$ cat src/rtl/rvviTrace_macros.svh
// trace widths, tracked CSR indices, interrupt mask and cause constants
`ifndef RVVI_TRACE_MACROS_SVH
`define RVVI_TRACE_MACROS_SVH

////////////////////////////////////////////////////////////////////////////
// widths
////////////////////////////////////////////////////////////////////////////

// integer register and CSR width
`define RVVI_XLEN          32
// retirement order counter
`define RVVI_ORDER_W       64
// gpr index
`define RVVI_GPR_ADDR_W    5
// synchronous exception cause in the trap field
`define RVVI_EXC_CAUSE_W   6
// interrupt cause in the intr field
`define RVVI_INTR_CAUSE_W  11
// privilege mode
`define RVVI_MODE_W        2

////////////////////////////////////////////////////////////////////////////
// tracked CSR set
////////////////////////////////////////////////////////////////////////////

`define RVVI_NUM_CSR       8
`define RVVI_CSR_MSTATUS   0
`define RVVI_CSR_MIE       1
`define RVVI_CSR_MTVEC     2
`define RVVI_CSR_MSCRATCH  3
`define RVVI_CSR_MEPC      4
`define RVVI_CSR_MCAUSE    5
`define RVVI_CSR_MTVAL     6
`define RVVI_CSR_MIP       7

////////////////////////////////////////////////////////////////////////////
// interrupts and causes
////////////////////////////////////////////////////////////////////////////

// msw 3, mtimer 7, mext 11, local 16..31
`define RVVI_IRQ_MASK          32'hFFFF_0888
// nmi on load or store bus error
`define RVVI_NMI_LOAD_CAUSE    11'd1024
`define RVVI_NMI_STORE_CAUSE   11'd1025
// instruction fetch bus fault
`define RVVI_FETCH_FAULT_CAUSE 6'd48

`endif
$ cat src/rtl/rvviTracePkg.sv
// trace vector typedefs, retirement and CSR structs, NMI state enum
`include "rvviTrace_macros.svh"

package rvviTracePkg;

   ////////////////////////////////////////////////////////////////////////////
   // plain vectors
   ////////////////////////////////////////////////////////////////////////////

   typedef logic [`RVVI_XLEN-1:0]         xlen_t;
   typedef logic [`RVVI_GPR_ADDR_W-1:0]   gprAddr_t;
   // one bit per gpr
   typedef logic [`RVVI_XLEN-1:0]         gprMask_t;
   // one level per mip bit
   typedef logic [`RVVI_XLEN-1:0]         irqVec_t;
   typedef logic [`RVVI_EXC_CAUSE_W-1:0]  excCause_t;
   typedef logic [`RVVI_INTR_CAUSE_W-1:0] intrCause_t;
   typedef logic [`RVVI_ORDER_W-1:0]      order_t;

   ////////////////////////////////////////////////////////////////////////////
   // rvfi side
   ////////////////////////////////////////////////////////////////////////////

   // trap info of the retired instruction
   typedef struct packed {
      logic      trap;
      logic      exception;
      logic      debug;
      excCause_t excCause;
   } rvfiTrap_t;

   // first instruction of a trap handler
   typedef struct packed {
      logic       intr;
      logic       exception;
      logic       interrupt;
      intrCause_t cause;
   } rvfiIntr_t;

   // one retirement
   typedef struct packed {
      order_t                  order;
      xlen_t                   insn;
      xlen_t                   pcRdata;
      xlen_t                   pcWdata;
      rvfiTrap_t               trap;
      rvfiIntr_t               intr;
      logic [`RVVI_MODE_W-1:0] mode;
      gprAddr_t                rdAddr;
      xlen_t                   rdWdata;
   } rvfiRetire_t;

   // per-CSR rvfi view, merged as (wdata & wmask) | (rdata & ~wmask)
   typedef struct packed {
      xlen_t rdata;
      xlen_t wdata;
      xlen_t wmask;
   } csrPort_t;

   ////////////////////////////////////////////////////////////////////////////
   // rvvi side
   ////////////////////////////////////////////////////////////////////////////

   typedef struct packed {
      gprMask_t wb;
      xlen_t    wdata;
   } rvviGpr_t;

   typedef enum logic [0:0] {
      nmiIdle   = 1'b0,
      nmiActive = 1'b1
   } nmiState_t;

endpackage

$ cat src/rtl/bridgeCtrl.sv
// control block: retire strobe, halt request, NMI FSM, fetch fault level
`timescale 1ns/1ps
`include "rvviTrace_macros.svh"

module bridgeCtrl (
   input  logic                     rvvi,
   input  logic                     rstN_i,
   input  logic                     rvfiValid_i,
   input  rvviTracePkg::rvfiTrap_t  trap_i,
   input  rvviTracePkg::rvfiIntr_t  intr_i,
   input  logic [1:0]               rvfiNmip_i,
   input  logic                     debugReq_i,
   output logic                     retireStb_o,
   output logic                     haltReq_o,
   output logic                     nmi_o,
   output rvviTracePkg::intrCause_t nmiCause_o,
   output logic                     instrBusFault_o
);

   import rvviTracePkg::*;

   nmiState_t  nmiState;
   nmiState_t  nmiNext;
   logic       nmiIntr;
   logic       nmiCond;
   intrCause_t nmiCauseNext;
   logic       fetchFault;

   // one retirement per valid cycle, no back-pressure
   assign retireStb_o = rvfiValid_i;

   ////////////////////////////////////////////////////////////////////////////
   // halt request
   ////////////////////////////////////////////////////////////////////////////

   // set on any debug request
   // released only when an instruction retires without it
   always_ff @(posedge rvvi or negedge rstN_i) begin
      if (!rstN_i) begin
         haltReq_o <= 1'b0;
      end else if (debugReq_i) begin
         haltReq_o <= 1'b1;
      end else if (retireStb_o) begin
         haltReq_o <= 1'b0;
      end
   end

   ////////////////////////////////////////////////////////////////////////////
   // NMI on load / store bus error
   ////////////////////////////////////////////////////////////////////////////

   // handler entry with an nmi cause
   assign nmiIntr = intr_i.intr && intr_i.interrupt &&
                    ((intr_i.cause == `RVVI_NMI_LOAD_CAUSE) ||
                     (intr_i.cause == `RVVI_NMI_STORE_CAUSE));

   // or pending nmi reported by the core
   assign nmiCond = nmiIntr || rvfiNmip_i[0];

   // pending-only case: bit 1 tells store from load
   assign nmiCauseNext = nmiIntr       ? intr_i.cause :
                         rvfiNmip_i[1] ? `RVVI_NMI_STORE_CAUSE : `RVVI_NMI_LOAD_CAUSE;

   always_comb begin
      nmiNext = nmiState;
      case (nmiState)
         nmiIdle: begin
            if (retireStb_o && nmiCond) begin
               nmiNext = nmiActive;
            end
         end
         nmiActive: begin
            // clean retirement drops the level
            if (retireStb_o && !nmiCond) begin
               nmiNext = nmiIdle;
            end
         end
         default: nmiNext = nmiIdle;
      endcase
   end

   always_ff @(posedge rvvi or negedge rstN_i) begin
      if (!rstN_i) begin
         nmiState   <= nmiIdle;
         nmiCause_o <= '0;
      end else begin
         nmiState <= nmiNext;
         if (retireStb_o && nmiCond) begin
            nmiCause_o <= nmiCauseNext;
         end
      end
   end

   assign nmi_o = (nmiState == nmiActive);

   ////////////////////////////////////////////////////////////////////////////
   // instruction bus fault
   ////////////////////////////////////////////////////////////////////////////

   assign fetchFault = trap_i.trap && trap_i.exception &&
                       (trap_i.excCause == `RVVI_FETCH_FAULT_CAUSE);

   // follows each retirement, held in between
   always_ff @(posedge rvvi or negedge rstN_i) begin
      if (!rstN_i) begin
         instrBusFault_o <= 1'b0;
      end else if (retireStb_o) begin
         instrBusFault_o <= fetchFault;
      end
   end

endmodule

$ cat src/rtl/csrMerge.sv
// CSR merge from rvfi read/write/mask and per-CSR change flags
`timescale 1ns/1ps
`include "rvviTrace_macros.svh"

module csrMerge (
   input  logic                                      rvvi,
   input  logic                                      rstN_i,
   input  logic                                      retireStb_i,
   input  rvviTracePkg::csrPort_t [`RVVI_NUM_CSR-1:0] csr_i,
   output rvviTracePkg::xlen_t    [`RVVI_NUM_CSR-1:0] csrValue_o,
   output logic                   [`RVVI_NUM_CSR-1:0] csrWb_o,
   output rvviTracePkg::xlen_t                        mipNow_o
);

   import rvviTracePkg::*;

   xlen_t [`RVVI_NUM_CSR-1:0] merged;
   logic  [`RVVI_NUM_CSR-1:0] changed;

   ////////////////////////////////////////////////////////////////////////////
   // merge
   ////////////////////////////////////////////////////////////////////////////

   // masked bits from write data, the rest from read data
   always_comb begin
      for (int k = 0; k < `RVVI_NUM_CSR; k++) begin
         merged[k]  = (csr_i[k].wdata & csr_i[k].wmask) |
                      (csr_i[k].rdata & ~csr_i[k].wmask);
         // against the value held since last retirement
         changed[k] = (merged[k] != csrValue_o[k]);
      end
   end

   // live mip for the interrupt tracker, every cycle
   assign mipNow_o = merged[`RVVI_CSR_MIP];

   ////////////////////////////////////////////////////////////////////////////
   // retirement snapshot
   ////////////////////////////////////////////////////////////////////////////

   // reset value doubles as the reference before the first retirement
   always_ff @(posedge rvvi or negedge rstN_i) begin
      if (!rstN_i) begin
         csrValue_o <= '0;
         csrWb_o    <= '0;
      end else if (retireStb_i) begin
         csrValue_o <= merged;
         csrWb_o    <= changed;
      end
   end

endmodule

$ cat src/rtl/irqTracker.sv
// per-bit interrupt level tracking from mip and retired interrupt cause
`timescale 1ns/1ps
`include "rvviTrace_macros.svh"

module irqTracker (
   input  logic                    rvvi,
   input  logic                    rstN_i,
   input  logic                    retireStb_i,
   input  rvviTracePkg::rvfiIntr_t intr_i,
   input  rvviTracePkg::xlen_t     mip_i,
   input  rvviTracePkg::irqVec_t   irq_i,
   output rvviTracePkg::irqVec_t   irqLevel_o
);

   import rvviTracePkg::*;

   irqVec_t causeBit;
   irqVec_t irqNext;
   irqVec_t setBits;
   irqVec_t clrBits;

   ////////////////////////////////////////////////////////////////////////////
   // next vector
   ////////////////////////////////////////////////////////////////////////////

   // taken interrupt marks its own bit, only on a retirement
   always_comb begin
      causeBit = '0;
      if (retireStb_i && intr_i.interrupt) begin
         causeBit = irqVec_t'(1) << intr_i.cause[4:0];
      end
   end

   // unimplemented bits never reach the levels
   assign irqNext = (mip_i | causeBit) & `RVVI_IRQ_MASK;

   ////////////////////////////////////////////////////////////////////////////
   // set / clear
   ////////////////////////////////////////////////////////////////////////////

   // rise at any edge
   assign setBits = ~irqLevel_o & irqNext;

   // fall only when an instruction retires
   // either pending gone or core input dropped
   always_comb begin
      clrBits = '0;
      if (retireStb_i) begin
         clrBits = irqLevel_o & (~irqNext | ~irq_i);
      end
   end

   // set and clear never overlap, set needs level 0
   always_ff @(posedge rvvi or negedge rstN_i) begin
      if (!rstN_i) begin
         irqLevel_o <= '0;
      end else begin
         irqLevel_o <= (irqLevel_o | setBits) & ~clrBits;
      end
   end

endmodule

$ cat src/rtl/retireTrace.sv
// retirement trace register and GPR write-back decode
`timescale 1ns/1ps
`include "rvviTrace_macros.svh"

module retireTrace (
   input  logic                      rvvi,
   input  logic                      rstN_i,
   input  logic                      retireStb_i,
   input  rvviTracePkg::rvfiRetire_t rvfi_i,
   output logic                      retireValid_o,
   output rvviTracePkg::rvfiRetire_t trace_o,
   output rvviTracePkg::rvviGpr_t    gpr_o
);

   import rvviTracePkg::*;

   rvviGpr_t gprNext;

   ////////////////////////////////////////////////////////////////////////////
   // gpr write-back
   ////////////////////////////////////////////////////////////////////////////

   // one-hot at rd
   // x0 never written, so no mask bit for it
   always_comb begin
      gprNext.wdata = rvfi_i.rdWdata;
      if (rvfi_i.rdAddr == '0) begin
         gprNext.wb = '0;
      end else begin
         gprNext.wb = gprMask_t'(1) << rvfi_i.rdAddr;
      end
   end

   ////////////////////////////////////////////////////////////////////////////
   // registers
   ////////////////////////////////////////////////////////////////////////////

   // valid pulse, one cycle per retirement
   always_ff @(posedge rvvi or negedge rstN_i) begin
      if (!rstN_i) begin
         retireValid_o <= 1'b0;
      end else begin
         retireValid_o <= retireStb_i;
      end
   end

   // trace fields and gpr hold the last retirement
   always_ff @(posedge rvvi or negedge rstN_i) begin
      if (!rstN_i) begin
         trace_o <= '0;
         gpr_o   <= '0;
      end else if (retireStb_i) begin
         trace_o <= rvfi_i;
         gpr_o   <= gprNext;
      end
   end

endmodule

$ cat src/rtl/rvfiRvviBridge.sv
// RVFI to RVVI bridge top: control, CSR merge, trace and interrupt blocks
`timescale 1ns/1ps
`include "rvviTrace_macros.svh"

module rvfiRvviBridge (
   input  logic                                      rvvi,
   input  logic                                      rstN_i,
   // rvfi retirement
   input  logic                                      rvfiValid_i,
   input  rvviTracePkg::rvfiRetire_t                 rvfi_i,
   input  logic [1:0]                                rvfiNmip_i,
   input  rvviTracePkg::csrPort_t [`RVVI_NUM_CSR-1:0] csr_i,
   // core side async inputs
   input  rvviTracePkg::irqVec_t                     irq_i,
   input  logic                                      debugReq_i,
   // trace
   output logic                                      retireValid_o,
   output rvviTracePkg::rvfiRetire_t                 trace_o,
   output rvviTracePkg::rvviGpr_t                    gpr_o,
   output rvviTracePkg::xlen_t    [`RVVI_NUM_CSR-1:0] csrValue_o,
   output logic                   [`RVVI_NUM_CSR-1:0] csrWb_o,
   // levels for the reference model
   output rvviTracePkg::irqVec_t                     irqLevel_o,
   output logic                                      haltReq_o,
   output logic                                      nmi_o,
   output rvviTracePkg::intrCause_t                  nmiCause_o,
   output logic                                      instrBusFault_o
);

   import rvviTracePkg::*;

   logic      retireStb;
   xlen_t     mipNow;
   rvfiTrap_t rvfiTrap;
   rvfiIntr_t rvfiIntr;

   // trap and intr fields feed control and irq blocks
   assign rvfiTrap = rvfi_i.trap;
   assign rvfiIntr = rvfi_i.intr;

   ////////////////////////////////////////////////////////////////////////////
   // control
   ////////////////////////////////////////////////////////////////////////////

   bridgeCtrl i_bridgeCtrl (
      .rvvi            (rvvi),
      .rstN_i          (rstN_i),
      .rvfiValid_i     (rvfiValid_i),
      .trap_i          (rvfiTrap),
      .intr_i          (rvfiIntr),
      .rvfiNmip_i      (rvfiNmip_i),
      .debugReq_i      (debugReq_i),
      .retireStb_o     (retireStb),
      .haltReq_o       (haltReq_o),
      .nmi_o           (nmi_o),
      .nmiCause_o      (nmiCause_o),
      .instrBusFault_o (instrBusFault_o)
   );

   ////////////////////////////////////////////////////////////////////////////
   // datapath
   ////////////////////////////////////////////////////////////////////////////

   csrMerge i_csrMerge (
      .rvvi        (rvvi),
      .rstN_i      (rstN_i),
      .retireStb_i (retireStb),
      .csr_i       (csr_i),
      .csrValue_o  (csrValue_o),
      .csrWb_o     (csrWb_o),
      .mipNow_o    (mipNow)
   );

   retireTrace i_retireTrace (
      .rvvi          (rvvi),
      .rstN_i        (rstN_i),
      .retireStb_i   (retireStb),
      .rvfi_i        (rvfi_i),
      .retireValid_o (retireValid_o),
      .trace_o       (trace_o),
      .gpr_o         (gpr_o)
   );

   // uses live mip, not the registered snapshot
   irqTracker i_irqTracker (
      .rvvi        (rvvi),
      .rstN_i      (rstN_i),
      .retireStb_i (retireStb),
      .intr_i      (rvfiIntr),
      .mip_i       (mipNow),
      .irq_i       (irq_i),
      .irqLevel_o  (irqLevel_o)
   );

endmodule

$ cat config.mk
export PLATFORM = sky130hd
export DESIGN_NAME = rvfiRvviBridge
export DESIGN_NICKNAME = d
export VERILOG_FILES = /design/src/rtl/rvviTracePkg.sv /design/src/rtl/bridgeCtrl.sv /design/src/rtl/csrMerge.sv /design/src/rtl/irqTracker.sv /design/src/rtl/retireTrace.sv /design/src/rtl/rvfiRvviBridge.sv
export VERILOG_INCLUDE_DIRS = /design/src /design/src/rtl
export SDC_FILE = /design/constraint.sdc
export NUM_CORES = 1
export LEC_CHECK = 0
export BUFFER_PORTS_ARGS = -buffer_cell sky130_fd_sc_hd__buf_2
export CAP_MARGIN = 20
export CORE_AREA = 2 2 640 642
export CTS_BUF_LIST = sky130_fd_sc_hd__clkbuf_8
export DETAILED_ROUTE_END_ITERATION = 6
export DIE_AREA = 0 0 642 644
export PLACE_DENSITY = 0.3
export SYNTH_ARGS = -nofsm -noshare
export SYNTH_HDL_FRONTEND = slang
export SYNTH_SLANG_ARGS = --single-unit
$ cat constraint.sdc
create_clock -name rvvi -period 2.33 [get_ports rvvi]
set_input_delay 0.1165 -clock rvvi [delete_from_list [all_inputs] [get_ports rvvi]]
set_output_delay 0.1165 -clock rvvi [all_outputs]
set_load 0.1 [all_outputs]
=== After elaboration in Yosys (flattened, before gate mapping) ===
Index checks and enable logic that the tools add are counted.

* Register bits: 565
* Bits in latches: 0
* RAM bits: 0
* ROM bits: 0
* Bits of input ports: 1028
* Output and inout bits: 597
* Logic and storage cells: 109
* Memories: 0

* Add/sub/neg operators: 0
* Multiply operators: 0
* Divide/modulo/power cells: 0
* $lt $le $gt $ge: 0
* Equal/unequal tests: 11
* Shift operators: 2
* Mux-type cells: 10
* Bitwise operators: 43
* Reduce and logical (&&, ||, !) cells: 12

{| class="wikitable"
|+ Operator list
! kind !! count
|-
| $and 32x32->32 || 19
|-
| $not 32->32 || 12
|-
| $or 32x32->32 || 11
|-
| $ne 32x32->1 || 8
|-
| $mux 32 || 3
|-
| $shl 1x5->32 const A || 2
|-
| $eq 11x11->1 const B || 2
|-
| $mux 11 || 1
|-
| $logic_and 1x1->1 || 7
|-
| $eq 6x6->1 const B || 1
|-
| $logic_not 5->1 || 1
|-
| $mux 1 || 5
|-
| $logic_or 1x1->1 || 2
|-
| $pmux 1 s2 || 1
|-
| $reduce_bool 2->1 || 1
|-
| $logic_not 1->1 || 1
|-
| $not 1->1 || 1
|}

=== Logic depth before layout (Yosys ltp) ===
* Word-level depth: 10
* Gate-level depth with buffers: 7
* Gate-level depth less buffers: 5

=== Hierarchy ===
Synthesis repeated with hierarchy kept, for this count alone.

* Cell total of the unflattened synthesis: 2310
* Area total of the unflattened synthesis: 26765.7 um2

{| class="wikitable"
|+ By module, submodules not included
! module !! instances !! cells an instance !! area each (um2) !! sequential area each (um2)
|-
| csrMerge || 1 || 1514 || 14874.3 || 6606.3
|-
| retireTrace || 1 || 614 || 9877.0 || 6381.1
|-
| irqTracker || 1 || 139 || 1402.6 || 800.8
|-
| bridgeCtrl || 1 || 43 || 611.8 || 350.3
|}

=== Worst setup path after synthesis ===
Ideal clock, no wire load.

* Path type: register to register
* From: register i_csrMerge.csrValue_o[224] in the netlist's numbering
* To: register i_csrMerge.csrWb_o[7]
* Setup time: 0.126 ns
* Arrival: 1.879 ns
* Data required time: 2.204 ns
* Slack: 0.325 ns
* Stages on the path, launching flop included: 5
* Buffers on the path: 0
* Clock period less this slack: 2.005 ns
* Cell sequence: dfrtp_1 -> xnor2_1 -> nor4_4 -> nand4_1 -> o32a_1

* Cells in the longest elaborated chain, start to end: 1

{| class="wikitable"
|+ Ends and longest elaborated chain
! element !! RTL line !! source
|-
| start: declaration || csrMerge.sv:10 || <nowiki>output rvviTracePkg::xlen_t [`RVVI_NUM_CSR-1:0] csrValue_o,</nowiki>
|-
| start signal: assignment || csrMerge.sv:47 || <nowiki>csrValue_o <= merged;</nowiki>
|-
| $ne 32x32->1 || csrMerge.sv:30 || <nowiki>changed[k] = (merged[k] != csrValue_o[k]);</nowiki>
|-
| end signal: assignment || csrMerge.sv:48 || <nowiki>csrWb_o <= changed;</nowiki>
|-
| end: declaration || csrMerge.sv:11 || <nowiki>output logic [`RVVI_NUM_CSR-1:0] csrWb_o,</nowiki>
|}

Every way passes these cells.
A chain may end at the register's enable or synchronous reset.

=== Worst setup path after layout ===
* From: input csr_i[121] in the netlist's numbering
* To: register i_csrMerge.csrWb_o[1]

* Cells in the longest elaborated chain, start to end: 4
* Elaborated cells on any way between the ends: 5
* Classes of those cells: eq/ne: 1; bitwise: 4

{| class="wikitable"
|+ Ends and longest elaborated chain
! element !! RTL line !! source
|-
| start: declaration || rvfiRvviBridge.sv:12 || <nowiki>input rvviTracePkg::csrPort_t [`RVVI_NUM_CSR-1:0] csr_i,</nowiki>
|-
| $not 32->32 || csrMerge.sv:28 || <nowiki>(csr_i[k].rdata & ~csr_i[k].wmask);</nowiki>
|-
| $and 32x32->32 || csrMerge.sv:28 ||
|-
| $or 32x32->32 (*) || csrMerge.sv:27 || <nowiki>merged[k] = (csr_i[k].wdata & csr_i[k].wmask) |</nowiki>
|-
| $ne 32x32->1 (*) || csrMerge.sv:30 ||
|}

Mark *: on every way between the ends. The rest lies on a longest branch, timed or not.

==> results.txt <==
The average via count per standard cell is between 2 and 3. Setup violations remaining at the end of the flow were counted as 7. For this block, the routed nets add up to 241000 microns of wire. In this run the worst hold path is classified as in2reg. The final critical path time including I/O delays and setup is around 2.4 ns. Summed over all instances, the cell type with the most area after synthesis is sky130_fd_sc_hd__dfrtp_1. The commonest cells after synthesis are sky130_fd_sc_hd__dfrtp_1, sky130_fd_sc_hd__a21oi_1, sky130_fd_sc_hd__nor2_1. The total CTS buffers is 139. The number of DRC violations after detailed-routing iteration 0 is 1221. The number of placed cells counting well taps came out at around 9300. The die area is roughly 410000 sq um.

The max-slew violation count is 0. Measured against its own limit, the worst slew margin works out to 22.3%. The worst-skew pair later-pin latency is between 0.9 and 1 ns. The summed instance area of the synthesized netlist is 26100 sq um. The placeable core region is around 400000 sq um.

The most frequent cell after synthesis is sky130_fd_sc_hd__dfrtp_1. The number of buffers added on ports is between 1500 and 2000. The transition time of the tightest slew-check pin came out at 1.16 ns.

The clock sink total is between 500 and 600. The width of the chip came out at between 600 and 700 microns. The number of hold violations in the final report was 0. The final layout net count is between 6000 and 7000.

The area share of the leading cell type in the synthesized netlist is 54.2%. The number of synthesized flops with an enable pin came out at 0. Once routing completed, OpenROAD measured the worst setup slack at -0.113 ns. The final non-filler cell area came out at between 50000 and 60000 sq um. In this run the power density over the cells is between 600 and 700 nW/um^2.

From synthesis to final layout, the design area changed by 127%. The worst hold path terminates at i_csrMerge.csrWb_o[0]. Global routing consumed, over all layers together, between 10% and 20% of the routing resources. The number of optimization iterations in the first detailed-route pass is 5. The synthesized area per cell came out at about 12 sq um. After detailed placement, the total cell area comes to 41800 sq um. The total overflow left after global routing is 0. The largest buffer count on any clock path came out at 4. The maximum net fanout on the critical path came out at 2.

The clock skew is 0.0522 ns. The flip-flop and latch count after synthesis came out at 565. For this run, the number of standard cells in the final layout without fillers is around 11000.

STA classifies the critical path startpoint as a primary input. The count of cells along the worst hold path is 6. The maximum number of pins on one net before global-route repair came out at 97. The netlist uses 42 different library cells. The TritonCTS clock tree is done. Of the total power, registers draw between 20% and 30%. The die is approximately 640 microns tall. The final-layout setup total negative slack is -0.357 ns. The worst reg-to-reg path cell count is 5.

The tool flagged a number of max-cap violations equal to 0. The starting utilization of the core area came out at 6.40%. Data on the critical path is required at its endpoint by between 3 and 4 ns. The cell-internal power came out at 22800 uW. The combinational fraction of design power is between 40% and 50%. The critical register-to-register path endpoint is i_csrMerge.csrWb_o[4]. The async set-or-reset flop fraction in the synthesized netlist is 100%. The startpoint identified for the worst register-to-register timing path is i_csrMerge.csrValue_o[159]. The flow ran to the end, but the final reports show violations. After clock tree synthesis, the clock-pin slew on the worst setup and hold paths is 0.06 ns. During synthesis, Yosys emitted a total of 0 warnings.

The kind of end point of the critical path is a register. The setup path with the least slack is of type in2reg. Setup repair after global routing could not meet its margin everywhere. The sequential fraction of the synthesis area is 54.2%. The post-route netlist has a little under two fifths of its cells at a drive strength greater than 1.

Once detail routing completed, the nets flagged for antenna violations numbered 0. The total via count after detailed routing is approximately 31000. between 1500 and 2000 I/O pins were placed. The static leakage is approximately 0.025 uW.

The synthesized net count came out at around 3200. The final reports fail on negative setup slack. Final hold analysis gives a worst-case slack of 0.0115 ns. The routed wire length per instance is around 22 microns. The floorplan has between 200 and 250 rows.

The arrival time of data at the critical path endpoint came out at approximately 3.2 ns. The maximum VDD drop came out at around 380 uV. The net switching component of the power is between 15000 and 20000 uW. For this run, the leading register cell type out of synthesis is sky130_fd_sc_hd__dfrtp_1. After legalization and detailed placement, the total HPWL measured 202000 microns. The H-tree was split into 4 levels.

Clock tree synthesis selected as its root buffer the cell sky130_fd_sc_hd__clkbuf_8. In this run the most critical hold path is launched from csr_i[61]. The setup check on the worst reg-to-reg path leaves a slack of 0.10 ns.

In the post-synthesis netlist, the biggest area contributors are sky130_fd_sc_hd__dfrtp_1, sky130_fd_sc_hd__mux2i_1, sky130_fd_sc_hd__xnor2_1. The final weighted congestion of routability-driven global placement came out at ~0.93. The share of power burned in the clock network came out at 31.5%. The final total power is slightly above 40000 uW. The detailed-route DRC error count is 0.

The final worst-path cycle share came out at 105%. The via count of the first global-routing pass came to 33700. Net switching is 44.5% of the power. The initial antenna violation count was between 100 and 150. The first-pass GRT wire length is about 310000 microns. After technology mapping, the gate count stands at 2214. The highest achievable clock rate is between 400 and 500 MHz.
## critical path: stages
cell and delay [ns]:
sky130_fd_sc_hd__dlygate4sd3_1 0.53, sky130_fd_sc_hd__buf_2 0.11, sky130_fd_sc_hd__dlygate4sd3_1 0.56, sky130_fd_sc_hd__mux2i_1 0.12
sky130_fd_sc_hd__dlygate4sd3_1 0.59, sky130_fd_sc_hd__xnor2_1 0.15, sky130_fd_sc_hd__nor4_2 0.32, sky130_fd_sc_hd__buf_4 0.23
sky130_fd_sc_hd__nand4_1 0.13, sky130_fd_sc_hd__o32a_1 0.36
## state kept, by name, indices dropped and copies added, names as in the netlist, named ones only
register / cells
i_csrMerge.csrWb_o: 8
i_retireTrace.retireValid_o: 1
i_retireTrace.trace_o: 190
i_csrMerge.csrValue_o: 256
i_bridgeCtrl.instrBusFault_o: 1
i_bridgeCtrl.nmiCause_o: 11
i_bridgeCtrl.haltReq_o: 1
i_irqTracker.irqLevel_o: 32
i_retireTrace.gpr_o: 64
## layer usage
metal / global-route usage, % / share of wire [%] / up-vias
met1: 12.6 / 39 / 15200
met4: 4.11 / 4.1 / 60
met2: 19.5 / 49 / 1241
met3: 4.06 / 8.2 / 435
met5: 0 / 0.17 / -
li1: - / - / 14200
## power groups by stage
stage          clock [uW]  sequential (uW)  combinational (uW)
2_1_floorplan           0            18300                2670
3_3_place_gp            0            11600               14400
3_5_place_dp            0            11700               14400
4_1_cts             14000            11500               17000
5_1_grt             14200            11600               17400
6_report            13000            11500               16600
## layout make-up
type / instances / area [sq um]
diodes: 61 / 153
clock buffers: 164 / 2260
clock inverters: 66 / 500
fillers: 46400 / 348000
inverters: 13 / 48.8
multi-input cells: 1507 / 11400
flip-flops and latches: 565 / 14100
well taps: 5451 / 6820
repair buffers: 3185 / 23800
## logic make-up (layout without fill, tap and decap cells)
family                    Yosys count  in the layout  synth area share (%)
and+or+nand+nor                   429            429                  7.67
buffers and inverters             142           3428                  2.63
muxes                             478            478                  19.4
AOI/OAI and AO/OA                 344            344                  7.41
DFF                               565            565                  54.2
other                               0             61                     0
xor gates and xnor gates          256            256                  8.60
## cells in the final DEF (no fill, tap or decap), drive strengths merged, types with 2 or more instances in the layout
cell type	Yosys	final
a21boi	2	2
a21o	8	8
a21oi	263	263
a22o	2	2
and3b	2	2
and4	2	2
buf	65	1763
bufinv	0	7
clkbuf	64	165
clkinv	0	13
clkinvlp	0	3
dfrtp	565	565
diode	0	61
dlygate4sd3	0	1421
inv	13	56
mux2	221	221
mux2i	257	257
nand2	16	16
nand3	23	23
nand3b	6	6
nand4	10	10
nor2	261	261
nor2b	33	33
nor3	10	10
nor3b	2	2
nor4	57	57
o21ai	24	24
o2bb2ai	33	33
o32a	8	8
o41ai	2	2
or3	2	2
or3b	2	2
xnor2	248	248
xor2	8	8
## worst max path at each step
stage          slack, ns                     to                  startpoint  cells after the start
2_1_floorplan       0.32  i_csrMerge.csrWb_o[7]  i_csrMerge.csrValue_o[224]                      4
3_3_place_gp       -0.36  i_csrMerge.csrWb_o[4]                  csr_i[415]                      6
3_5_place_dp       -0.19  i_csrMerge.csrWb_o[7]                  csr_i[672]                      7
4_1_cts           0.0005  i_csrMerge.csrWb_o[1]                  csr_i[121]                     10
5_1_grt            -0.16  i_csrMerge.csrWb_o[1]                  csr_i[121]                     10
6_report           -0.11  i_csrMerge.csrWb_o[1]                  csr_i[121]                     10
## per-stage QoR
step	utilization (%)	setup WS [ns]
final	14.5	-0.113
after global routing	14.5	-0.162
after CTS	14.5	0.000485
after detailed placement	10.3	-0.191
after global placement	10.2	-0.357
after floorplan	-	0.325
## timing repair
| item | 4_1_cts | 5_1_grt |
|---|---|---|
| gates cloned | 0 | 0 |
| hold endpoints to repair | 1127 | 5 |
| hold buffers | 1429 | 7 |
| gates resized for setup | 21 | 19 |
| endpoints found under the setup margin | 20 | 14 |
| pin swaps | 1 | 13 |
| setup buffers | 0 | 1 |
No activity file was read; power rests on OpenSTA's default activity.
